### config.mk
export PLATFORM = sky130hd
export DESIGN_NAME = mf2_paging_ctrl_flat
export DESIGN_NICKNAME = d
export VERILOG_FILES = /design/src/mf2_pkg.sv /design/src/mf2_bus_if.sv /design/src/mf2_paging_ctrl.sv /design/src/flat_wrapper.sv
export VERILOG_INCLUDE_DIRS = /design/src
export SDC_FILE = /design/constraint.sdc
export NUM_CORES = 1
export LEC_CHECK = 0
export ABC_CLOCK_PERIOD_IN_PS = 1500
export BUFFER_PORTS_ARGS = -buffer_cell sky130_fd_sc_hd__buf_2
export CORE_AREA = 5 5 42 44
export DETAILED_ROUTE_END_ITERATION = 7
export DIE_AREA = 0 0 47 49
export MAX_ROUTING_LAYER = met4
export PLACE_DENSITY = 0.56
export REMOVE_ABC_BUFFERS = 1
export SLEW_MARGIN = 25
export SYNTH_ARGS = -nofsm -noshare
export SYNTH_HDL_FRONTEND = slang
export SYNTH_SLANG_ARGS = --single-unit
### constraint.sdc
create_clock -name clk_sys -period 1.5 [get_ports clk_sys]
set_input_delay 0 -clock clk_sys [delete_from_list [all_inputs] [get_ports clk_sys]]
set_output_delay 0 -clock clk_sys [all_outputs]
set_load 0.005 [all_outputs]
### src/mf2_defs.svh
/*
 * Multiface Two constants: NMI and hide vectors, control and
 * snooped I/O ports, shadow store locations and RAM size
 */
`ifndef MF2_DEFS_SVH
`define MF2_DEFS_SVH

// Z80 fetch addresses
`define MF2_NMI_VECTOR      16'h0066
`define MF2_HIDE_VECTOR     16'h0065    // RET in MF2 ROM, card goes hidden

// Page in at FEE8, page out at FEEA
`define MF2_CTRL_PORT_HI    14'h3FBA

// I/O port high bytes
`define MF2_PORT_GA         8'h7F
`define MF2_PORT_CRTC_SEL   8'hBC
`define MF2_PORT_CRTC_VAL   8'hBD
`define MF2_PORT_PPI        8'hF7
`define MF2_PORT_ROMSEL     8'hDF

// Where the MF2 software expects the hardware state
`define MF2_SH_PEN          13'h1FCF
`define MF2_SH_BORDER       13'h1FDF
`define MF2_SH_COLOUR_BASE  13'h1F90    // 16 ink entries
`define MF2_SH_MODE         13'h1FEF
`define MF2_SH_BANK         13'h1FFF
`define MF2_SH_CRTC_SEL     13'h1CFF
`define MF2_SH_CRTC_BASE    13'h1DB0    // 16 CRTC registers
`define MF2_SH_PPI          13'h17FF
`define MF2_SH_ROMSEL       13'h1AAC

`define MF2_RAM_DEPTH       8192
`define MF2_IDLE_BYTE       8'hFF       // Bus is wired-AND, FF means no driver

`endif

### src/mf2_pkg.sv
/*
 * Multiface Two types shared by the bus interface and all blocks
 */
package mf2_pkg;

	// Bus widths
	typedef logic [15:0] cpu_addr_t;
	typedef logic [7:0]  cpu_data_t;
	typedef logic [12:0] mf2_addr_t;    // 8 KB card RAM

	// Hardware register latches
	typedef logic [4:0] pen_index_t;    // Bit 4 selects border
	typedef logic [3:0] crtc_reg_t;

	// Encoding follows the old configuration bits
	typedef enum logic [1:0] {
		MF2_ENABLED  = 2'd0,
		MF2_HIDDEN   = 2'd1,
		MF2_DISABLED = 2'd2
	} mf2_mode_t;

	typedef enum logic [1:0] {
		ST_IDLE        = 2'd0,
		ST_NMI_PENDING = 2'd1,
		ST_PAGED       = 2'd2
	} mf2_state_t;

endpackage

### src/mf2_bus_if.sv
/*
 * Snooped CPU bus with the strobe edge pulses, shared by the card blocks
 */
`timescale 1ns/1ns

interface mf2_bus_if import mf2_pkg::*; ();

	cpu_addr_t cpu_addr;
	cpu_data_t cpu_dout;
	logic      mem_wr;
	logic      mem_rd;

	// One-cycle pulses
	logic io_wr_rise;
	logic m1_rise;
	logic button_rise;

	modport monitor (
		output cpu_addr, cpu_dout, mem_wr, mem_rd,
		output io_wr_rise, m1_rise, button_rise
	);

	modport sink (
		input cpu_addr, cpu_dout, mem_wr, mem_rd,
		input io_wr_rise, m1_rise, button_rise
	);

endinterface

### src/mf2_paging_ctrl.sv
/*
 * Paging control: NMI request from the stop button, page-in on the
 * NMI fetch, hiding, control port paging and ROM/RAM select decode
 */
`timescale 1ns/1ns
`include "mf2_defs.svh"

module mf2_paging_ctrl import mf2_pkg::*; (
	input  logic      clk_sys,
	input  logic      reset,
	input  mf2_mode_t mode,
	mf2_bus_if.sink   bus,
	output logic      nmi,
	output logic      rom_en,
	output logic      ram_en
);

	mf2_state_t state;
	logic       hidden;
	logic       paged;
	logic       disabled;
	logic       ctrl_wr;    // Write to FEE8 or FEEA
	logic       nmi_fetch;
	logic       hide_fetch;

	assign disabled   = (mode == MF2_DISABLED);
	assign ctrl_wr    = bus.io_wr_rise && (bus.cpu_addr[15:2] == `MF2_CTRL_PORT_HI);
	assign nmi_fetch  = bus.m1_rise && (bus.cpu_addr == `MF2_NMI_VECTOR);
	assign hide_fetch = bus.m1_rise && (bus.cpu_addr == `MF2_HIDE_VECTOR);

	////////////////////////////////
	// Paging FSM
	////////////////////////////////

	always_ff @(posedge clk_sys) begin
		if (reset) begin
			state  <= ST_IDLE;
			hidden <= (mode != MF2_ENABLED);   // Hidden and disabled start hidden
		end else begin
			case (state)
				ST_IDLE: begin
					if (bus.button_rise && !disabled)
						state <= ST_NMI_PENDING;
					else if (ctrl_wr && !bus.cpu_addr[1] && !hidden && !disabled)
						state <= ST_PAGED;  // FEE8
				end
				ST_NMI_PENDING: begin
					// CPU took the NMI, card appears at 0000
					if (nmi_fetch) begin
						state  <= ST_PAGED;
						hidden <= 1'b0;
					end
				end
				ST_PAGED: begin
					if (ctrl_wr && bus.cpu_addr[1])
						state <= ST_IDLE;   // FEEA
					if (hide_fetch)
						hidden <= 1'b1;
				end
				default: state <= ST_IDLE;
			endcase
		end
	end

	////////////////////////////////
	// Outputs
	////////////////////////////////

	assign paged = (state == ST_PAGED);
	assign nmi   = (state == ST_NMI_PENDING);

	// ROM in 0000-1FFF, RAM in 2000-3FFF
	assign rom_en = paged && (bus.cpu_addr[15:13] == 3'b000);
	assign ram_en = paged && (bus.cpu_addr[15:13] == 3'b001);

endmodule

### src/flat_wrapper.sv
// flat-port wrapper written by rule: the top's interface ports become plain ports
module mf2_paging_ctrl_flat import mf2_pkg::*;
  (clk_sys, reset, mode, nmi, rom_en, ram_en, bus_cpu_addr, bus_cpu_dout, bus_mem_wr, bus_mem_rd, bus_io_wr_rise, bus_m1_rise, bus_button_rise);
  mf2_bus_if bus_i ();
  input  logic clk_sys;
  input  logic reset;
  input  mf2_mode_t mode;
  output logic nmi;
  output logic rom_en;
  output logic ram_en;
  input wire logic [$bits(bus_i.cpu_addr)-1:0] bus_cpu_addr;
  input wire logic [$bits(bus_i.cpu_dout)-1:0] bus_cpu_dout;
  input wire logic [$bits(bus_i.mem_wr)-1:0] bus_mem_wr;
  input wire logic [$bits(bus_i.mem_rd)-1:0] bus_mem_rd;
  input wire logic [$bits(bus_i.io_wr_rise)-1:0] bus_io_wr_rise;
  input wire logic [$bits(bus_i.m1_rise)-1:0] bus_m1_rise;
  input wire logic [$bits(bus_i.button_rise)-1:0] bus_button_rise;
  assign bus_i.cpu_addr = bus_cpu_addr;
  assign bus_i.cpu_dout = bus_cpu_dout;
  assign bus_i.mem_wr = bus_mem_wr;
  assign bus_i.mem_rd = bus_mem_rd;
  assign bus_i.io_wr_rise = bus_io_wr_rise;
  assign bus_i.m1_rise = bus_m1_rise;
  assign bus_i.button_rise = bus_button_rise;
  mf2_paging_ctrl u_core (.clk_sys(clk_sys), .reset(reset), .mode(mode), .bus(bus_i), .nmi(nmi), .rom_en(rom_en), .ram_en(ram_en));
endmodule
==> flow_metrics.tcl, run 1 <==
set metrics [dict create \
    status "completed" \
    endpoint_kind "flop" \
    setup_violations 0 \
    final-seq-area_um2 70.1 \
    antenna_cells 0 \
    synth_edf_count 1 \
    drv_cap 0 \
    first_global_vias 411 \
    rsz0062_at_grt "no" \
    core.rowCount 14 \
    cp_slowest_stage_delay_ns 0.32 \
    fmax_mhz 789 \
    final_common_cell "buf_2" \
    fillers 157 \
    post-route-period-util_pct 84.5 \
    hold_slack_ns 0.0861 \
    cts_tree "done" \
    post_cts_buffers 0 \
    synth_seq_area_share_pct 24.1 \
    path_clk_slew_ns 0.04 \
    io_pins 36 \
    netlist_area_um2 290 \
    fin_area_um2 477 \
    ctsHoldBuffers 0 \
    drtIter0Drc 4 \
    place_hpwl_um 770 \
    drv_slew 0 \
    p_leak_nw 0.234 \
    crit_path_start_kind "flop" \
    area_growth_pct 64.2 \
    fin_worst_skew_ns 0.00181 \
    vias_per_cell 4.83 \
    cts_buffer_depth 2 \
    dieArea_um2 2300 \
    initial_core_util_pct 20.7 \
    cts_root_buffer "clkbuf_4" \
    die_w_um 47 \
    netlist_instances 33 \
    yosys_warnings 0 \
    finalHoldViolCount 0 \
    met3_usage_pct 2.21 \
    postRouteAntennaNets 0 \
    cp_max_fo 4 \
    min_period_ns 1.27 \
    antenna_found_initial 0 \
    required_ns 1.43 \
    powerDensity_nw_per_um2 687 \
    busiest_layer "met2" \
    tightest_slew_ns 0.286 \
    firstDrtPassIters 4 \
    critical_path_class "flop to flop" \
    met1_usage_pct 12.0 \
    clock-sinks 3 \
    grtUsageMet2_pct 12.7 \
    ys_seq_elements 3 \
    drive_gt1_share_pct 50.0 \
    finalNetCount 98 \
    r2r.worst_path.cells 3 \
    gp_congestion 0.660 \
    cts_resized 0 \
    io_buffers 25 \
    hold_depth 3 \
    num_vias 386 \
    grt_max_degree 7 \
    htree_levels 1 \
    routed_wl_um 871 \
    crit_chain "nand2b_1 -> o32a_1 -> o21bai_1" \
    hold_path_class "input pin to flop" \
    async_flop_share_pct 0 \
    final_cell_mix "buf_2, clkbuf_4" \
    grt_usage_pct 9.08 \
    synth_ff_type "dfxtp_1" \
    multi_input_comb_area_um2 213 \
    arrival_ns 1.20 \
    core-area_um2 1400 \
    grt-ovfl-total 0 \
    slew_headroom_pct 80.9 \
    syn_area_per_cell_um2 8.80 \
    grt_pass1_wl_mm 1.53 \
    setup_tns_ns 0 \
    die_h_um 49 \
    critPathSlowestCell "dfxtp_1" \
    placed_cell_area_um2 450 \
    wl_per_cell_um 10.9 \
    yosysUniqueCellTypes 24 \
    numCtsBuffers 3 \
    drcViolationCount 0 \
    worstSkewPairLatency_ns 0.23 \
    peakVddDrop_mv 0.238 \
]
sequential cells by signal, indices dropped and copies added, names as in the netlist:
signal	count
u_core.state	2
u_core.hidden	1
through the flow:
step / total power [mW] / utilization, % / setup WS [ns] / cells
6_report: 0.327 / 34.0 / 0.232 / 80
5_1_grt: 0.361 / 34.0 / 0.153 / 80
4_1_cts: 0.337 / 34.0 / 0.229 / 80
3_5_place_dp: 0.187 / 32.1 / 0.223 / 76
3_3_place_gp: 0.186 / 32.1 / 0.237 / 76
2_1_floorplan: 0.133 / - / 0.297 / 33
metal layers:
metal / wire (um) / vias up
li1: - / 197
met1: 433 / 166
met2: 349 / 23
met3: 87 / 0
met4: 0 / 0
met5: 0 / -
cells by family after synthesis:
family	Yosys count	synth area share (%)
buffers and inverters	2	2.59
flip-flops	3	24.1
AO/OA/AOI/OAI	8	19.8
AND/OR/NAND/NOR	20	53.5
area by class of cell:
type,count,share of cell area [%]
Timing Repair Buffer,27,29.4
Inverter,2,1.57
Clock buffer,4,5.51
Tap cell,16,4.20
Multi-Input combinational cell,28,44.6
Sequential cell,3,14.7
where the power goes:
group | internal, mW | total (mW) | switching [mW]
Clock | 0.0997 | 0.142 | 0.0423
Sequential | 0.0926 | 0.0969 | 0.00430
Combinational | 0.0502 | 0.0884 | 0.0382
worst paths after layout:
path | startpoint | end | slack, ns
setup / recovery | u_core.state[0] | u_core.hidden | 0.23
hold / removal | mode[1] | u_core.hidden | 0.09
setup reg to reg | u_core.state[0] | u_core.hidden | 0.23
hold reg to reg | u_core.hidden | u_core.state[1] | 0.57
cell usage after synthesis (2+ instances only):
cell type	instances	area, um^2
and4_1	2	17.5
nor3_1	2	10.0
dfxtp_1	2	40.0
nor4b_2	2	30.0
o21ai_0	2	10.0
nand2b_1	2	12.5
a21o_1	2	15.0
inv_1	2	7.51
nand3_1	2	10.0
critical path, delay by kind of cell, from the launching register on:
family           cells  cell delay, ns
AND/OR/NAND/NOR      1            0.20
AO/OA/AOI/OAI        2            0.45
flip-flops           1            0.32
Note: power is estimated with default switching activity, not from simulation.
==> run 2: changes to the inputs <==
- ABC_AREA: unset -> 1
- ABC_CLOCK_PERIOD_IN_PS: 1500 -> 1040
- PLACE_DENSITY: 0.56 -> 0.66
- clock period: 1.5 -> 1.04 ns (I/O delays scaled with it)
==> flow_metrics.tcl, run 2 <==
set metrics [dict create \
    switching_power_mw 0.207 \
    crit_chain "nor2_4 -> buf_6 -> inv_4 -> nor4b_2 -> buf_2" \
    path_delay_family "flip-flops" \
    synth.most_common_cell "nand2_1" \
    core.rowCount 14 \
    vias_per_cell 4.33 \
    post-route-util_pct 46.2 \
    worstSkewPairLatency_ns 0.25 \
    endpoint_kind "primary output" \
    postRouteAntennaNets 0 \
    drcViolationCount 0 \
    comb_power_share_pct 39.1 \
    yosysUniqueCellTypes 17 \
    synth.top_cell.area_share_pct 16.5 \
    fmax_mhz 839 \
    finalHoldViolCount 0 \
    num_vias 533 \
    clkPwrFrac_pct 36.6 \
    place_hpwl_um 878 \
    p_sw_share_pct 33.8 \
    drive_gt1_share_pct 47.7 \
    netlist_area_um2 387 \
    yosys_warnings 0 \
    finalNetCount 141 \
    die_h_um 49 \
    async_flop_share_pct 0 \
    largest_reg_flops 2 \
    clock-sinks 3 \
    fin_area_um2 647 \
    final_cell_mix "buf_2, nand2_1, inv_1, nor2_1, nand3_1" \
    core-area_um2 1400 \
    peakVddDrop_mv 0.725 \
    path_clk_slew_ns 0.04 \
    ys_top_cells_by_area "nand2_1, inv_1, nor2_1" \
    slew_headroom_pct 85.6 \
    post-route-period-util_pct 115 \
    synth_ff_type "dfxtp_1" \
    rsz0062_at_grt "yes" \
    numCtsBuffers 3 \
    area_growth_pct 67.3 \
    arrival_ns 1.19 \
    crit_path_start_kind "flop" \
    ys_seq_elements 3 \
    antenna_cells 0 \
    powerDensity_nw_per_um2 946 \
    grt-ovfl-total 0 \
    wl_per_cell_um 9.15 \
    first_global_vias 496 \
    p_leak_nw 0.333 \
    cts_buffer_depth 2 \
    cp_max_fo 3 \
    timing.final.ws_setup_ns -0.151 \
    antenna_found_initial 0 \
    top_register "u_core.state" \
    firstDrtPassIters 2 \
    critical_path_class "flop to primary output" \
    tightest_slew_ns 0.215 \
    cts_tree "done" \
    fin_worst_skew_ns 0.00941 \
    placed_cell_area_um2 554 \
    gp_congestion 0.749 \
    io_buffers 25 \
    synth_seq_area_share_pct 18.1 \
    drtIter0Drc 11 \
    syn_area_per_cell_um2 5.45 \
    die_w_um 47 \
    grt_usage_pct 10.5 \
    fillers 147 \
    io_pins 36 \
    final_cells 123 \
    dp.cells 115 \
    cp_slowest_stage_delay_ns 0.34 \
    final_common_cell "buf_2" \
    required_ns 1.04 \
    synth_edf_count 1 \
    min_period_ns 1.19 \
    routed_wl_mm 1.13 \
    synth_top_area_cell "nand2_1" \
    hold_path_class "input pin to flop" \
    dieArea_um2 2300 \
    reg_top3 "u_core.state: 2 flops, u_core.hidden: 1 flops" \
    initial_core_util_pct 27.6 \
    htree_levels 1 \
    drv_cap 0 \
    netlist_instances 71 \
    grt_max_degree 5 \
    grt_pass1_wl_mm 1.77 \
    setup_violations 5 \
    power_frac_seq_pct 24.3 \
    status "finished, violations left" \
    worst-path-buf-inv 3 \
    violations "negative setup slack" \
    intPower_mw 0.405 \
    cts_root_buffer "clkbuf_4" \
    hold_slack_ns 0.0901 \
    critPathSlowestCell "dfxtp_2" \
    synthTopCellsByCount "nand2_1, inv_1, nor2_1" \
    drv_slew 0 \
]
-- run 2: worst reg2reg max path: cells and delay by family, from the launching register on --
family,cells,cell delay (ns)
DFF,1,0.34
and+or+nand+nor,5,0.48
-- run 2: layout make-up --
| cell class | instances | area (um^2) | share of cell area [%] |
|---|---|---|---|
| clock buffer | 4 | 26.3 | 4.06 |
| inverter | 14 | 55.1 | 8.51 |
| multi-input combinational | 54 | 289 | 44.7 |
| sequential | 3 | 72.6 | 11.2 |
| tap | 16 | 20.0 | 3.09 |
| timing repair buffer | 32 | 184 | 28.4 |
-- run 2: worst paths after layout --
kind | end | slack [ns] | depth (start not counted) | from
min reg2reg | u_core.state[1] | 0.55 | 2 | u_core.state[1]
min | u_core.hidden | 0.09 | 3 | mode[1]
max reg2reg | u_core.hidden | -0.07 | 5 | u_core.state[0]
max | ram_en | -0.15 | 5 | u_core.state[0]
-- run 2: power by group through the flow --
| stage | logic [mW] | clock network, mW | registers, mW |
|---|---|---|---|
| detailed placement | 0.190 | 0 | 0.146 |
| global route | 0.268 | 0.238 | 0.151 |
| finish | 0.239 | 0.224 | 0.149 |
| floorplan | 0.0934 | 0 | 0.147 |
| global placement | 0.186 | 0 | 0.145 |
| CTS | 0.217 | 0.219 | 0.148 |
-- run 2: logic make-up after synthesis --
logic type	after synthesis	share of synthesized area [%]
buffers and inverters	14	13.6
AO/OA/AOI/OAI	4	7.12
flip-flops	3	18.1
AND/OR/NAND/NOR	50	61.2
-- run 2: timing repair --
item / in CTS / in global routing
resized for setup: 8 / 2
hold buffers: 1 / 0
endpoints found under the setup margin: 5 / 5
setup buffers: 1 / 2
hold endpoints to repair: 1 / 0
pin swaps: 3 / 3
-- run 2: through the flow --
stage               power, mW  TNS [ns]  setup slack, ns
floorplan               0.241    -0.113           -0.113
global placement        0.331   -0.0756          -0.0756
detailed placement      0.336    -0.149           -0.129
CTS                     0.583    -0.476           -0.169
global route            0.658    -0.775           -0.231
finish                  0.612    -0.366           -0.151
-- run 2: metal layers --
layer	GRT usage (%)	part of all wire [%]	vias up
met5	-	0	-
li1	-	-	290
met4	6.91	2.2	0
met1	11.9	43	222
met3	1.11	8.0	3
met2	16.7	47	18
==> run 3: changes to the inputs <==
- CELL_PAD_IN_SITES_DETAIL_PLACEMENT: unset -> 1
- CELL_PAD_IN_SITES_GLOBAL_PLACEMENT: unset -> 1
- CORE_AREA: 5 5 42 44 -> 5 5 62 47
- DIE_AREA: 0 0 47 49 -> 0 0 67 52
- PLACE_DENSITY: 0.66 -> 0.67
==> flow_metrics.tcl, run 3 (synthesis results as in run 2) <==
set metrics [dict create \
    setup_violations 5 \
    first_global_vias 530 \
    place_hpwl_mm 1.12 \
    grt_usage_pct 8.73 \
    initial_core_util_pct 16.7 \
    violations "negative setup slack" \
    status "finished, violations left" \
    drv_cap 0 \
    rsz0062_at_grt "yes" \
    antenna_cells 0 \
    grt_pass1_wl_mm 2.15 \
    timing.final.ws_setup_ns -0.147 \
    endpoint_kind "primary output" \
    crit_path_start_kind "flop" \
    gp_congestion 0.757 \
    dp.cells 133 \
    firstDrtPassIters 4 \
    cp_max_fo 3 \
    slew_headroom_pct 83.2 \
    hold_path_class "input pin to flop" \
    path_clk_slew_ns 0.04 \
    cts_root_buffer "clkbuf_4" \
    p_total_mw 0.597 \
    cts_tree "done" \
    required_ns 1.04 \
    hold_slack_ns 0.108 \
    cts_buffer_depth 2 \
    htree_levels 1 \
    pre_cts_slack_ns -0.142 \
    p_leak_nw 0.335 \
    peakVddDrop_mv 0.144 \
    drcViolationCount 0 \
    grt-ovfl-total 0 \
    routed_wl_mm 1.36 \
    final_cell_mix "buf_2, nand2_1, inv_1, nor2_1, nand3_1" \
    finalHoldViolCount 0 \
    grt_max_degree 5 \
    fmax_mhz 842 \
    fin_worst_skew_ns 0.00567 \
    final_common_cell "buf_2" \
    min_period_ns 1.19 \
    final_cells 141 \
    postRouteAntennaNets 0 \
    antenna_found_initial 0 \
    core.rowCount 15 \
    io_pins 36 \
    num_vias 545 \
    drtIter0Drc 11 \
    placed_cell_area_um2 577 \
    core-area_um2 2310 \
    tightest_slew_ns 0.250 \
    top_register "u_core.state" \
    fin_area_um2 668 \
    vias_per_cell 3.87 \
    finalNetCount 141 \
    powerDensity_nw_per_um2 894 \
    post-route-util_pct 28.9 \
    reg_top3 "u_core.state: 2 flops, u_core.hidden: 1 flops" \
    drive_gt1_share_pct 46.7 \
    largest_reg_flops 2 \
    drv_slew 0 \
    post-route-period-util_pct 114 \
    clock-sinks 3 \
    worstSkewPairLatency_ns 0.24 \
    critical_path_class "flop to primary output" \
    die_h_um 52 \
    numCtsBuffers 3 \
    io_buffers 25 \
    arrival_ns 1.19 \
    area_growth_pct 72.8 \
    setup_tns_ns -0.447 \
    wl_per_cell_um 9.62 \
    dieArea_um2 3480 \
    die_w_um 67 \
]
## run 3: cell count changes in the layout (fill, tap and decap cells not counted)
cell | previous run | this run
dfxtp_1 | 0 | 1
dfxtp_2 | 2 | 1
## run 3: worst max-delay path: stages (launching register included)
cell and delay, ns:
dfxtp_1 0.33, nor2_4 0.13, buf_6 0.12, inv_4 0.03
nor4b_2 0.19, buf_2 0.15
## run 3: cell type report
| cell class | instances | area [um^2] |
|---|---|---|
| Fill cell | 314 | 1640 |
| Inverter | 14 | 55.1 |
| Sequential cell | 3 | 71.3 |
| Multi-Input combinational cell | 54 | 289 |
| Timing Repair Buffer | 32 | 184 |
| Clock buffer | 4 | 26.3 |
| Tap cell | 34 | 42.5 |
## run 3: report_power, final
part	switching [mW]	leakage [nW]	total, mW	internal [mW]
Combinational	0.124	0.293	0.244	0.121
Clock	0.0624	0.0150	0.206	0.144
Sequential	0.00955	0.0269	0.147	0.137
## run 3: timing repair
action                     CTS  global route
hold buffers                 1             0
pin swaps                    3             1
resized for setup            6             3
gates cloned                 0             0
setup buffers                2             1
setup endpoints to repair    5             6
hold endpoints to repair     1             0
## run 3: routing by layer
layer	up-vias	global-route usage, %	wire (um)
met3	4	1.51	84
met2	19	13.1	594
met1	230	10.3	644
met4	0	7.07	34
met5	-	-	0
li1	292	-	-
## run 3: worst paths after layout
path / from / to / slack [ns] / cells past startpoint
worst max-delay path: u_core.state[0] / ram_en / -0.15 / 5
worst min-delay path: mode[1] / u_core.hidden / 0.11 / 3
worst max register to register: u_core.state[0] / u_core.hidden / -0.12 / 5
worst min register to register: u_core.state[1] / u_core.state[1] / 0.56 / 2
