===== src/mf2_defs.svh =====
/*
 * Multiface Two constants: NMI and hide vectors, control and
 * snooped I/O ports, shadow store locations and RAM size
 */
`ifndef MF2_DEFS_SVH
`define MF2_DEFS_SVH

// Z80 fetch addresses
`define MF2_NMI_VECTOR      16'h0066
`define MF2_HIDE_VECTOR     16'h0065    // RET in MF2 ROM, card goes hidden

// Page in at FEE8, page out at FEEA
`define MF2_CTRL_PORT_HI    14'h3FBA

// I/O port high bytes
`define MF2_PORT_GA         8'h7F
`define MF2_PORT_CRTC_SEL   8'hBC
`define MF2_PORT_CRTC_VAL   8'hBD
`define MF2_PORT_PPI        8'hF7
`define MF2_PORT_ROMSEL     8'hDF

// Where the MF2 software expects the hardware state
`define MF2_SH_PEN          13'h1FCF
`define MF2_SH_BORDER       13'h1FDF
`define MF2_SH_COLOUR_BASE  13'h1F90    // 16 ink entries
`define MF2_SH_MODE         13'h1FEF
`define MF2_SH_BANK         13'h1FFF
`define MF2_SH_CRTC_SEL     13'h1CFF
`define MF2_SH_CRTC_BASE    13'h1DB0    // 16 CRTC registers
`define MF2_SH_PPI          13'h17FF
`define MF2_SH_ROMSEL       13'h1AAC

`define MF2_RAM_DEPTH       8192
`define MF2_IDLE_BYTE       8'hFF       // Bus is wired-AND, FF means no driver

`endif


===== src/mf2_pkg.sv =====
/*
 * Multiface Two types shared by the bus interface and all blocks
 */
package mf2_pkg;

	// Bus widths
	typedef logic [15:0] cpu_addr_t;
	typedef logic [7:0]  cpu_data_t;
	typedef logic [12:0] mf2_addr_t;    // 8 KB card RAM

	// Hardware register latches
	typedef logic [4:0] pen_index_t;    // Bit 4 selects border
	typedef logic [3:0] crtc_reg_t;

	// Encoding follows the old configuration bits
	typedef enum logic [1:0] {
		MF2_ENABLED  = 2'd0,
		MF2_HIDDEN   = 2'd1,
		MF2_DISABLED = 2'd2
	} mf2_mode_t;

	typedef enum logic [1:0] {
		ST_IDLE        = 2'd0,
		ST_NMI_PENDING = 2'd1,
		ST_PAGED       = 2'd2
	} mf2_state_t;

endpackage


===== src/mf2_bus_if.sv =====
/*
 * Snooped CPU bus with the strobe edge pulses, shared by the card blocks
 */
`timescale 1ns/1ns

interface mf2_bus_if import mf2_pkg::*; ();

	cpu_addr_t cpu_addr;
	cpu_data_t cpu_dout;
	logic      mem_wr;
	logic      mem_rd;

	// One-cycle pulses
	logic io_wr_rise;
	logic m1_rise;
	logic button_rise;

	modport monitor (
		output cpu_addr, cpu_dout, mem_wr, mem_rd,
		output io_wr_rise, m1_rise, button_rise
	);

	modport sink (
		input cpu_addr, cpu_dout, mem_wr, mem_rd,
		input io_wr_rise, m1_rise, button_rise
	);

endinterface


===== src/mf2_bus_monitor.sv =====
/*
 * Bus monitor: samples the CPU strobes and the stop button and turns
 * each into a single-cycle rising edge pulse
 */
`timescale 1ns/1ns

module mf2_bus_monitor import mf2_pkg::*; (
	input  logic       clk_sys,
	input  logic       reset,
	input  cpu_addr_t  cpu_addr,
	input  cpu_data_t  cpu_dout,
	input  logic       io_wr,
	input  logic       m1,
	input  logic       mem_wr,
	input  logic       mem_rd,
	input  logic       stop_button,
	mf2_bus_if.monitor bus
);

	logic io_wr_prev;
	logic m1_prev;
	logic button_sync;  // Button is asynchronous
	logic button_prev;

	always_ff @(posedge clk_sys) begin
		if (reset) begin
			io_wr_prev  <= 1'b0;
			m1_prev     <= 1'b0;
			button_sync <= 1'b0;
			button_prev <= 1'b0;
		end else begin
			io_wr_prev  <= io_wr;
			m1_prev     <= m1;
			button_sync <= stop_button;
			button_prev <= button_sync;
		end
	end

	// Edges count once, in the first cycle the strobe is high
	assign bus.io_wr_rise  = io_wr & ~io_wr_prev;
	assign bus.m1_rise     = m1 & ~m1_prev;
	assign bus.button_rise = button_sync & ~button_prev;

	// Bus values go through as seen
	assign bus.cpu_addr = cpu_addr;
	assign bus.cpu_dout = cpu_dout;
	assign bus.mem_wr   = mem_wr;
	assign bus.mem_rd   = mem_rd;

endmodule


===== src/flat_wrapper.sv =====
// flat-port wrapper written by rule: the top's interface ports become plain ports
module mf2_bus_monitor_flat import mf2_pkg::*;
  (clk_sys, reset, cpu_addr, cpu_dout, io_wr, m1, mem_wr, mem_rd, stop_button, bus_cpu_addr, bus_cpu_dout, bus_mem_wr, bus_mem_rd, bus_io_wr_rise, bus_m1_rise, bus_button_rise);
  mf2_bus_if bus_i ();
  input  logic clk_sys;
  input  logic reset;
  input  cpu_addr_t cpu_addr;
  input  cpu_data_t cpu_dout;
  input  logic io_wr;
  input  logic m1;
  input  logic mem_wr;
  input  logic mem_rd;
  input  logic stop_button;
  output wire logic [$bits(bus_i.cpu_addr)-1:0] bus_cpu_addr;
  output wire logic [$bits(bus_i.cpu_dout)-1:0] bus_cpu_dout;
  output wire logic [$bits(bus_i.mem_wr)-1:0] bus_mem_wr;
  output wire logic [$bits(bus_i.mem_rd)-1:0] bus_mem_rd;
  output wire logic [$bits(bus_i.io_wr_rise)-1:0] bus_io_wr_rise;
  output wire logic [$bits(bus_i.m1_rise)-1:0] bus_m1_rise;
  output wire logic [$bits(bus_i.button_rise)-1:0] bus_button_rise;
  assign bus_cpu_addr = bus_i.cpu_addr;
  assign bus_cpu_dout = bus_i.cpu_dout;
  assign bus_mem_wr = bus_i.mem_wr;
  assign bus_mem_rd = bus_i.mem_rd;
  assign bus_io_wr_rise = bus_i.io_wr_rise;
  assign bus_m1_rise = bus_i.m1_rise;
  assign bus_button_rise = bus_i.button_rise;
  mf2_bus_monitor u_core (.clk_sys(clk_sys), .reset(reset), .cpu_addr(cpu_addr), .cpu_dout(cpu_dout), .io_wr(io_wr), .m1(m1), .mem_wr(mem_wr), .mem_rd(mem_rd), .stop_button(stop_button), .bus(bus_i));
endmodule

===== config.mk =====
export PLATFORM = sky130hd
export DESIGN_NAME = mf2_bus_monitor_flat
export DESIGN_NICKNAME = d
export VERILOG_FILES = /design/src/mf2_defs.svh /design/src/mf2_pkg.sv /design/src/mf2_bus_if.sv /design/src/mf2_bus_monitor.sv /design/src/flat_wrapper.sv
export SDC_FILE = /design/constraint.sdc
export NUM_CORES = 1
export LEC_CHECK = 0
export BUFFER_PORTS_ARGS = -buffer_cell sky130_fd_sc_hd__buf_2
export CELL_PAD_IN_SITES_DETAIL_PLACEMENT = 1
export CELL_PAD_IN_SITES_GLOBAL_PLACEMENT = 2
export CORE_MARGIN = 5
export CORE_UTILIZATION = 10
export CTS_CLUSTER_DIAMETER = 150
export DETAILED_ROUTE_END_ITERATION = 6
export GPL_TIMING_DRIVEN = 0
export PLACE_DENSITY_LB_ADDON = 0.1
export SLEW_MARGIN = 15
export SYNTH_ARGS = -nofsm -noshare
export SYNTH_HDL_FRONTEND = slang
export SYNTH_SLANG_ARGS = --single-unit

===== constraint.sdc =====
create_clock -name clk_sys -period 1.4 [get_ports clk_sys]
set_clock_uncertainty 0.15 [all_clocks]
set_input_delay 0.28 -clock clk_sys [delete_from_list [all_inputs] [get_ports clk_sys]]
set_output_delay 0.28 -clock clk_sys [all_outputs]
set_load 0.05 [all_outputs]

==> flow_metrics.tcl, run 1 <==
set metrics [dict create \
    synthCells 37 \
    grt_pass1_vias 330 \
    fin_nets 106 \
    setup.worst_path.end_class "primary output" \
    tritoncts "yes" \
    vias 324 \
    track_usage_pct 4.19 \
    synth_top_family_by_area "buffers and inverters" \
    critical_path_class "flip-flop to primary output" \
    die-area_um2 4420 \
    hold_path_startpoint "reset" \
    synth.yosys.warnings 0 \
    detailed_routing_iteration_count_for_the_pre_antenna_repair_pass 2 \
    yosysUniqueCellTypes 3 \
    synth_area_leaders "sky130_fd_sc_hd__buf_4 61%, sky130_fd_sc_hd__dfxtp_1 25%, sky130_fd_sc_hd__nor2b_1 14%" \
    ys_seq_elements 4 \
    ctsRootBufferMaster "sky130_fd_sc_hd__clkbuf_4" \
    drtIter0Drc 2 \
    synth_top_cell_by_area "sky130_fd_sc_hd__buf_4" \
    fp.coreArea_um2 3050 \
    cts_htree_levels 1 \
    crit_fanout 2 \
    finish.utilization_pct 18.6 \
    maxCapViolCount 0 \
    area_growth_syn_to_layout_pct 78.4 \
    wire_per_inst_um 8.47 \
    multi_input_combinational_cell_area_um2 51.3 \
    drt_drc_violations_left 0 \
    cts_hold_buffers 0 \
    die_w_um 66.5 \
    finalPower_uw 541 \
    seq_area_frac_synth_pct 25.1 \
    cp-start-kind "flip-flop" \
    min_to "u_core.m1_prev" \
    gp_congestion 0.548 \
    cellLeakagePower_uw 0.000323 \
    critical_path_arrival_ns 0.92 \
    worst-r2r-cell-count 1 \
    post-cts-setup-buffers 0 \
    worst_slew_margin_rel_pct 82.7 \
    placement_rows 20 \
    post_synth.cell_area_avg_um2 8.62 \
    setup_total_negative_slack_ns 0 \
    antenna_cells 0 \
    crit-reg2reg-capture "u_core.button_prev" \
    io-pin-count 60 \
    synthesized_area_fraction_occupied_by_ao_oa_aoi_and_oai_cells_pct 0 \
    synth_top_area_share_pct 61.2 \
    synth_fp_nets 68 \
    muxShareOfSynthArea_pct 0 \
    setup_viol 0 \
    worst_vdd_rail_ir_drop_uv 161 \
    cts.sink_count 4 \
    synth_adder_area_share_pct 0 \
    global_route_wire_length_before_repair_um 1390 \
    rsz0062_at_grt "no" \
    status "finished, final reports clean" \
    power_density_nw_per_um2 951 \
    post_drt_via_cell_ratio 2.77 \
    timing.final.hold_violations 0 \
    synth_xor_area_share_pct 0 \
    detail_route.wirelength_um 991 \
    final_layout_size_suffix_gt1_share_pct 89.0 \
    achievable-frequency_mhz 742 \
    period_needed_ns 1.35 \
    synth_area_um2 319 \
    fill_count 390 \
    antenna_found_initial 0 \
    cts-buffers-inserted 3 \
    resized_cells_post_cts 0 \
    clk_path_buf_depth 2 \
    globalRouteOverflowTotal 0 \
    placedCellCount 114 \
    grt_start_max_net_pins 5 \
    ant_nets 0 \
    min_path_cells 2 \
    start_util_pct 10.5 \
    share_of_synthesized_cell_area_in_and_or_nand_and_nor_gates_pct 13.7 \
    clock_insertion_delay_worst_skew_ns 0.23 \
    clk_pin_slew_worst_paths_ns 0.04 \
    worst-r2r-setup-slack_ns 0.73 \
    post_layout_nonfiller_instances 117 \
    timing.final.max_slew_violations 0 \
    post_route_fraction_of_the_period_consumed_by_the_critical_path_pct 96.2 \
    worst-slew-pin-transition_ns 0.261 \
    dieHeight_um 66.5 \
    io_buffer_count 33 \
    worstHoldPathType "input port to flip-flop" \
    worstReg2RegStart "u_core.button_sync" \
    worst_ep_required_time_ns 0.97 \
    layout.area.seq_um2 80.1 \
]
## registers in the layout, indices dropped and copies added, names as in the netlist
name,cells
u_core.m1_prev,1
u_core.button_prev,1
u_core.button_sync,1
u_core.io_wr_prev,1
## through the flow
step / setup slack, ns / instance area [um^2] / hold WS (ns)
after global routing: 0.00354 / 569 / 0.125
after detailed placement: 0.229 / 547 / 0.312
after floorplan: 0.215 / 327 / 0.202
after global placement: 0.223 / 547 / 0.311
final: 0.0528 / 569 / 0.0988
after CTS: 0.0262 / 569 / 0.0931
## Yosys cell counts
library cell,count
sky130_fd_sc_hd__dfxtp_1,4
sky130_fd_sc_hd__nor2b_1,7
sky130_fd_sc_hd__buf_4,26
## worst max-delay path, stage by stage (launching register included)
cell and delay, ns:
sky130_fd_sc_hd__dfxtp_1 0.31, sky130_fd_sc_hd__nor2b_2 0.12, sky130_fd_sc_hd__buf_2 0.26
## cell families (layout without fill, tap and decap cells)
kind of cell,after synthesis,count (layout)
buffers and inverters,26,62
and+or+nand+nor,7,7
DFF,4,4
## worst max path at each step
stage | from | end | slack (ns) | cells past startpoint
global route | u_core.button_sync | bus_button_rise | 0.004 | 2
detailed placement | io_wr | bus_io_wr_rise | 0.23 | 3
CTS | u_core.button_sync | bus_button_rise | 0.03 | 2
global placement | io_wr | bus_io_wr_rise | 0.22 | 3
finish | u_core.button_sync | bus_button_rise | 0.05 | 2
floorplan | u_core.button_sync | bus_button_rise | 0.22 | 1
## layout by cell type (no fill, tap or decap)
cell type	Yosys	routed
sky130_fd_sc_hd__buf_4	26	26
sky130_fd_sc_hd__clkbuf_4	0	3
sky130_fd_sc_hd__nor2b_1	7	4
sky130_fd_sc_hd__nor2b_2	0	3
sky130_fd_sc_hd__buf_2	0	33
sky130_fd_sc_hd__dfxtp_1	4	4
## final cells by class
| class | instances | area share (%) |
|---|---|---|
| Buffer | 26 | 34.3 |
| Clock buffer | 3 | 3.96 |
| Multi-Input combinational cell | 7 | 9.01 |
| Sequential cell | 4 | 14.1 |
| Tap cell | 44 | 9.67 |
| Timing Repair Buffer | 33 | 29.0 |
## per-layer routing
layer,track usage [%],up-vias,share of wire [%]
met4,3.81,0,0.81
met3,1.52,2,15
met5,0,-,0
met1,4.22,134,33
li1,-,158,-
met2,6.69,30,51
## where the power goes
part | total, uW | internal, uW | switching, uW
Clock | 146 | 96.1 | 49.7
Combinational | 273 | 84.9 | 188
Sequential | 123 | 120 | 2.19
(Power assumes the default switching activity.)
==> inputs of run 2 (changes only) <==
Settings changed: CORE_ASPECT_RATIO from default to 1.25.
==> run 2 against run 1 <==
Non-clock buffer count is the same. Clock power is 62% higher. Largest power group unchanged. Total power rose by 17%. Sequential cell count unchanged. Register-to-register slack hardly changed. Clock-buffer cell count did not move. Core utilization shrank 0.18 points. Sequential power about the same. Cell count fell by 6.0%. Wire length is 5.0% higher.
==> flow_metrics.tcl, run 2 (same netlist as run 1, synthesis figures left out) <==
set metrics [dict create \
    start_util_pct 10.2 \
    layout_commonest_cell "sky130_fd_sc_hd__buf_2" \
    die_w_um 60.5 \
    cts_htree_levels 1 \
    period_needed_ns 1.33 \
    cellLeakagePower_uw 0.000331 \
    worst_setup_slack_after_layout_ns 0.0712 \
    critical_path_class "flip-flop to primary output" \
    vias 318 \
    drtIter0Drc 2 \
    worst_ep_required_time_ns 0.97 \
    worst-r2r-setup-slack_ns 0.73 \
    clk_pin_slew_worst_paths_ns 0.03 \
    setup.worst_path.end_class "primary output" \
    tritoncts "yes" \
    wire_per_inst_um 9.46 \
    io_buffer_count 33 \
    final_layout_size_suffix_gt1_share_pct 89.0 \
    worst-r2r-cell-count 1 \
    maxCapViolCount 0 \
    timing.final.hold_violations 0 \
    clock_insertion_delay_worst_skew_ns 0.21 \
    worstReg2RegStart "u_core.button_sync" \
    detail_route.wirelength_um 1040 \
    cts.sink_count 4 \
    top_layer "met4" \
    global_route_wire_length_before_repair_um 1360 \
    worst_vdd_rail_ir_drop_uv 301 \
    placement_rows 23 \
    ctsRootBufferMaster "sky130_fd_sc_hd__clkbuf_8" \
    worst_slew_margin_rel_pct 82.9 \
    fp.coreArea_um2 3140 \
    met1_wire_length_um 279 \
    timing.critical_path.from "u_core.button_sync" \
    status "finished, final reports clean" \
    drt_drc_violations_left 0 \
    met3_length_um 177 \
    dieHeight_um 73.2 \
    setup_viol 0 \
    critical_path_arrival_ns 0.90 \
    post_drt_via_cell_ratio 2.89 \
    achievable-frequency_mhz 753 \
    layout.area.seq_um2 80.1 \
    post-route-cell-area_um2 579 \
    resized_cells_post_cts 0 \
    cts_hold_buffers 0 \
    placed_cell_area_um2 538 \
    antenna_cells 0 \
    power_density_nw_per_um2 1090 \
    globalRouteOverflowTotal 0 \
    cp-start-kind "flip-flop" \
    fin_nets 106 \
    crit_fanout 2 \
    commonest_cells_after_routing_fill_and_taps_aside "33 x sky130_fd_sc_hd__buf_2, 26 x sky130_fd_sc_hd__buf_4, 4 x sky130_fd_sc_hd__nor2b_1, 4 x sky130_fd_sc_hd__dfxtp_1" \
    setup_total_negative_slack_ns 0 \
    rsz0062_at_grt "no" \
    gp_congestion 0.570 \
    grt_start_max_net_pins 5 \
    cts-buffers-inserted 3 \
    clk_path_buf_depth 2 \
    ant_nets 0 \
    worstHoldPathType "input port to flip-flop" \
    met2_wirelength_um 580 \
    crit-reg2reg-capture "u_core.button_prev" \
    finalPower_uw 633 \
    multi_input_combinational_cell_area_um2 51.3 \
    fill_count 389 \
    io-pin-count 60 \
    hold_path_startpoint "reset" \
    antenna_found_initial 0 \
    finish.utilization_pct 18.5 \
    post-cts-setup-buffers 0 \
    place_ws_ns 0.227 \
    timing.final.max_slew_violations 0 \
    detailed_routing_iteration_count_for_the_pre_antenna_repair_pass 2 \
    area_growth_syn_to_layout_pct 81.6 \
    post_route_fraction_of_the_period_consumed_by_the_critical_path_pct 94.9 \
    track_usage_pct 4.20 \
    die-area_um2 4430 \
    worst-slew-pin-transition_ns 0.259 \
    grt_pass1_vias 316 \
    worst_setup_path_endpoint "bus_button_rise" \
]
==> run 2: per-stage QoR <==
step | hold slack, ns | cells
floorplan | 0.202 | 37
global placement | 0.299 | 107
detailed placement | 0.309 | 107
CTS | 0.131 | 110
global route | 0.137 | 110
finish | 0.132 | 110
==> run 2: cell type report <==
type,count,share of cell area [%]
Timing Repair Buffer,33,28.5
Sequential cell,4,13.8
Multi-Input combinational cell,7,8.86
Clock buffer,3,7.13
Tap cell,37,7.99
Buffer,26,33.7
==> run 2: how the worst min path moves through the flow <==
stage / endpoint / cells after the start / slack [ns]
final: u_core.m1_prev / 2 / 0.13
after global routing: u_core.button_prev / 2 / 0.14
after detailed placement: u_core.button_prev / 1 / 0.31
after global placement: u_core.button_prev / 1 / 0.30
after CTS: u_core.m1_prev / 2 / 0.13
after floorplan: u_core.button_prev / 1 / 0.20
==> run 2: layer usage <==
layer  global-route usage (%)  vias up
met5                        0        -
met4                     3.61        0
met3                     1.59        2
met2                     6.61       26
met1                     4.22      133
li1                         -      157
==> run 2: report_power, final <==
part           total (uW)  switching (uW)  leakage [uW]  internal [uW]
clock network         236            53.4     0.0000216            183
logic                 274             189      0.000276           84.9
registers             123            2.06     0.0000332            121
==> run 2: critical path: stages (launching register included) <==
cell	delay, ns
sky130_fd_sc_hd__dfxtp_1	0.30
sky130_fd_sc_hd__nor2b_2	0.12
sky130_fd_sc_hd__buf_2	0.26
==> inputs of run 3 (changes only) <==
Clock period 1.4 ns to 1.5 ns, I/O delays scaled along.
==> run 3 against run 2 <==
Critical path depth is the same. Via count grew 4.4%. Cell area shrank 1.3%. First-iteration DRC count shrank 50%. Total power shrank 7.0%. Critical endpoint unchanged. Largest cell class unchanged.
==> flow_metrics.tcl, run 3 (same netlist as run 1, synthesis figures left out) <==
set metrics [dict create \
    status "finished, final reports clean" \
    cellLeakagePower_uw 0.000328 \
    drtIter0Drc 1 \
    grtUsageMet1_pct 3.27 \
    fill_count 397 \
    global_route.peak_usage_layer "met2" \
    globalRouteOverflowTotal 0 \
    period_needed_ns 1.35 \
    drt_drc_violations_left 0 \
    cp-start-kind "flip-flop" \
    worstHoldPathType "input port to flip-flop" \
    post_route_fraction_of_the_period_consumed_by_the_critical_path_pct 89.8 \
    power_density_nw_per_um2 1030 \
    critical-path-max-stage-delay_ns 0.30 \
    resized_cells_post_cts 0 \
    maxCapViolCount 0 \
    worst-r2r-setup-slack_ns 0.83 \
    grt_start_max_net_pins 5 \
    critical_path_arrival_ns 0.90 \
    clock_insertion_delay_worst_skew_ns 0.21 \
    worstReg2RegStart "u_core.button_sync" \
    timing.final.max_slew_violations 0 \
    detail_route.wirelength_um 950 \
    io_buffer_count 33 \
    die-area_um2 4430 \
    fp.coreArea_um2 3140 \
    cts_htree_levels 1 \
    min_path_cells 2 \
    global_route_wire_length_before_repair_um 1230 \
    critical_path.slowest_cell "sky130_fd_sc_hd__dfxtp_1" \
    hold_path_startpoint "reset" \
    use_met2_pct 6.13 \
    timing.final.hold_violations 0 \
    layout.area.seq_um2 80.1 \
    wire_per_inst_um 8.64 \
    vias 332 \
    die_w_um 60.5 \
    gp_congestion 0.564 \
    worst-r2r-cell-count 1 \
    post-cts-setup-buffers 0 \
    min_to "u_core.io_wr_prev" \
    track_usage_pct 3.77 \
    worst-slew-pin-transition_ns 0.257 \
    crit_fanout 2 \
    antenna_found_initial 0 \
    antenna_cells 0 \
    detailed_routing_iteration_count_for_the_pre_antenna_repair_pass 3 \
    final_layout_size_suffix_gt1_share_pct 84.9 \
    tritoncts "yes" \
    worst_ep_required_time_ns 1.05 \
    crit-reg2reg-capture "u_core.button_prev" \
    post_layout_nonfiller_instances 110 \
    fin_nets 106 \
    worst_vdd_rail_ir_drop_uv 263 \
    achievable-frequency_mhz 743 \
    ctsRootBufferMaster "sky130_fd_sc_hd__clkbuf_8" \
    io-pin-count 60 \
    layout_commonest_cell "sky130_fd_sc_hd__buf_2" \
    finalPower_uw 589 \
    grt_pass1_vias 291 \
    critical_path_class "flip-flop to primary output" \
    finish.utilization_pct 18.2 \
    dieHeight_um 73.2 \
    multi_input_combinational_cell_area_um2 43.8 \
    area_growth_syn_to_layout_pct 79.2 \
    worst_slew_margin_rel_pct 83.0 \
    clk_path_buf_depth 2 \
    start_util_pct 10.2 \
    clk_pin_slew_worst_paths_ns 0.03 \
    cts-buffers-inserted 3 \
    placedCellCount 107 \
    cts.sink_count 4 \
    gr-usage-met3_pct 2.30 \
    rsz0062_at_grt "no" \
    ant_nets 0 \
    post_drt_via_cell_ratio 3.02 \
    setup.worst_path.end_class "primary output" \
    cells_along_the_critical_path "nor2b_1, buf_2" \
    setup_viol 0 \
    commonest_cells_after_routing_fill_and_taps_aside "33 x sky130_fd_sc_hd__buf_2, 26 x sky130_fd_sc_hd__buf_4, 7 x sky130_fd_sc_hd__nor2b_1" \
    setup_total_negative_slack_ns 0 \
    worst_hold_slack_ns 0.142 \
    placement_rows 23 \
    cts_hold_buffers 0 \
]
==> run 3: cell counts in the layout (fill, tap and decap cells not counted) <==
Identical to the previous run, type by type.
==> run 3: critical path: cells and delay by family, from the launching register on <==
family	cells	cell delay, ns
DFF	1	0.30
buffers and inverters	1	0.27
and+or+nand+nor	1	0.12
==> run 3: how the worst max path moves through the flow <==
stage	cells past startpoint	slack (ns)	from	end
2_1_floorplan	1	0.04	u_core.button_sync	bus_button_rise
3_3_place_gp	3	0.28	io_wr	bus_io_wr_rise
3_5_place_dp	3	0.28	m1	bus_m1_rise
4_1_cts	2	0.13	u_core.button_sync	bus_button_rise
5_1_grt	2	0.11	u_core.button_sync	bus_button_rise
6_report	2	0.15	u_core.button_sync	bus_button_rise
==> run 3: stage by stage <==
| step | cell area [um^2] | setup slack, ns |
|---|---|---|
| CTS | 572 | 0.129 |
| detailed placement | 531 | 0.280 |
| finish | 572 | 0.153 |
| global route | 572 | 0.115 |
| global placement | 531 | 0.275 |
| floorplan | 319 | 0.0401 |
==> run 3: area by class of cell <==
type | instances | area share, %
buffer | 26 | 34.1
timing repair buffer | 33 | 28.9
clock buffer | 3 | 7.22
sequential | 4 | 14.0
multi-input combinational | 7 | 7.66
tap | 37 | 8.10
==> run 3: power breakdown <==
group,switching (uW),total [uW],internal (uW)
Combinational,175,253,78.0
Sequential,1.34,114,113
Clock,51.0,222,171
==> run 3: layer usage <==
metal | vias up | routed length, um
met5 | - | 0
met4 | 0 | 0
met3 | 0 | 214
met2 | 32 | 497
met1 | 143 | 238
li1 | 157 | -
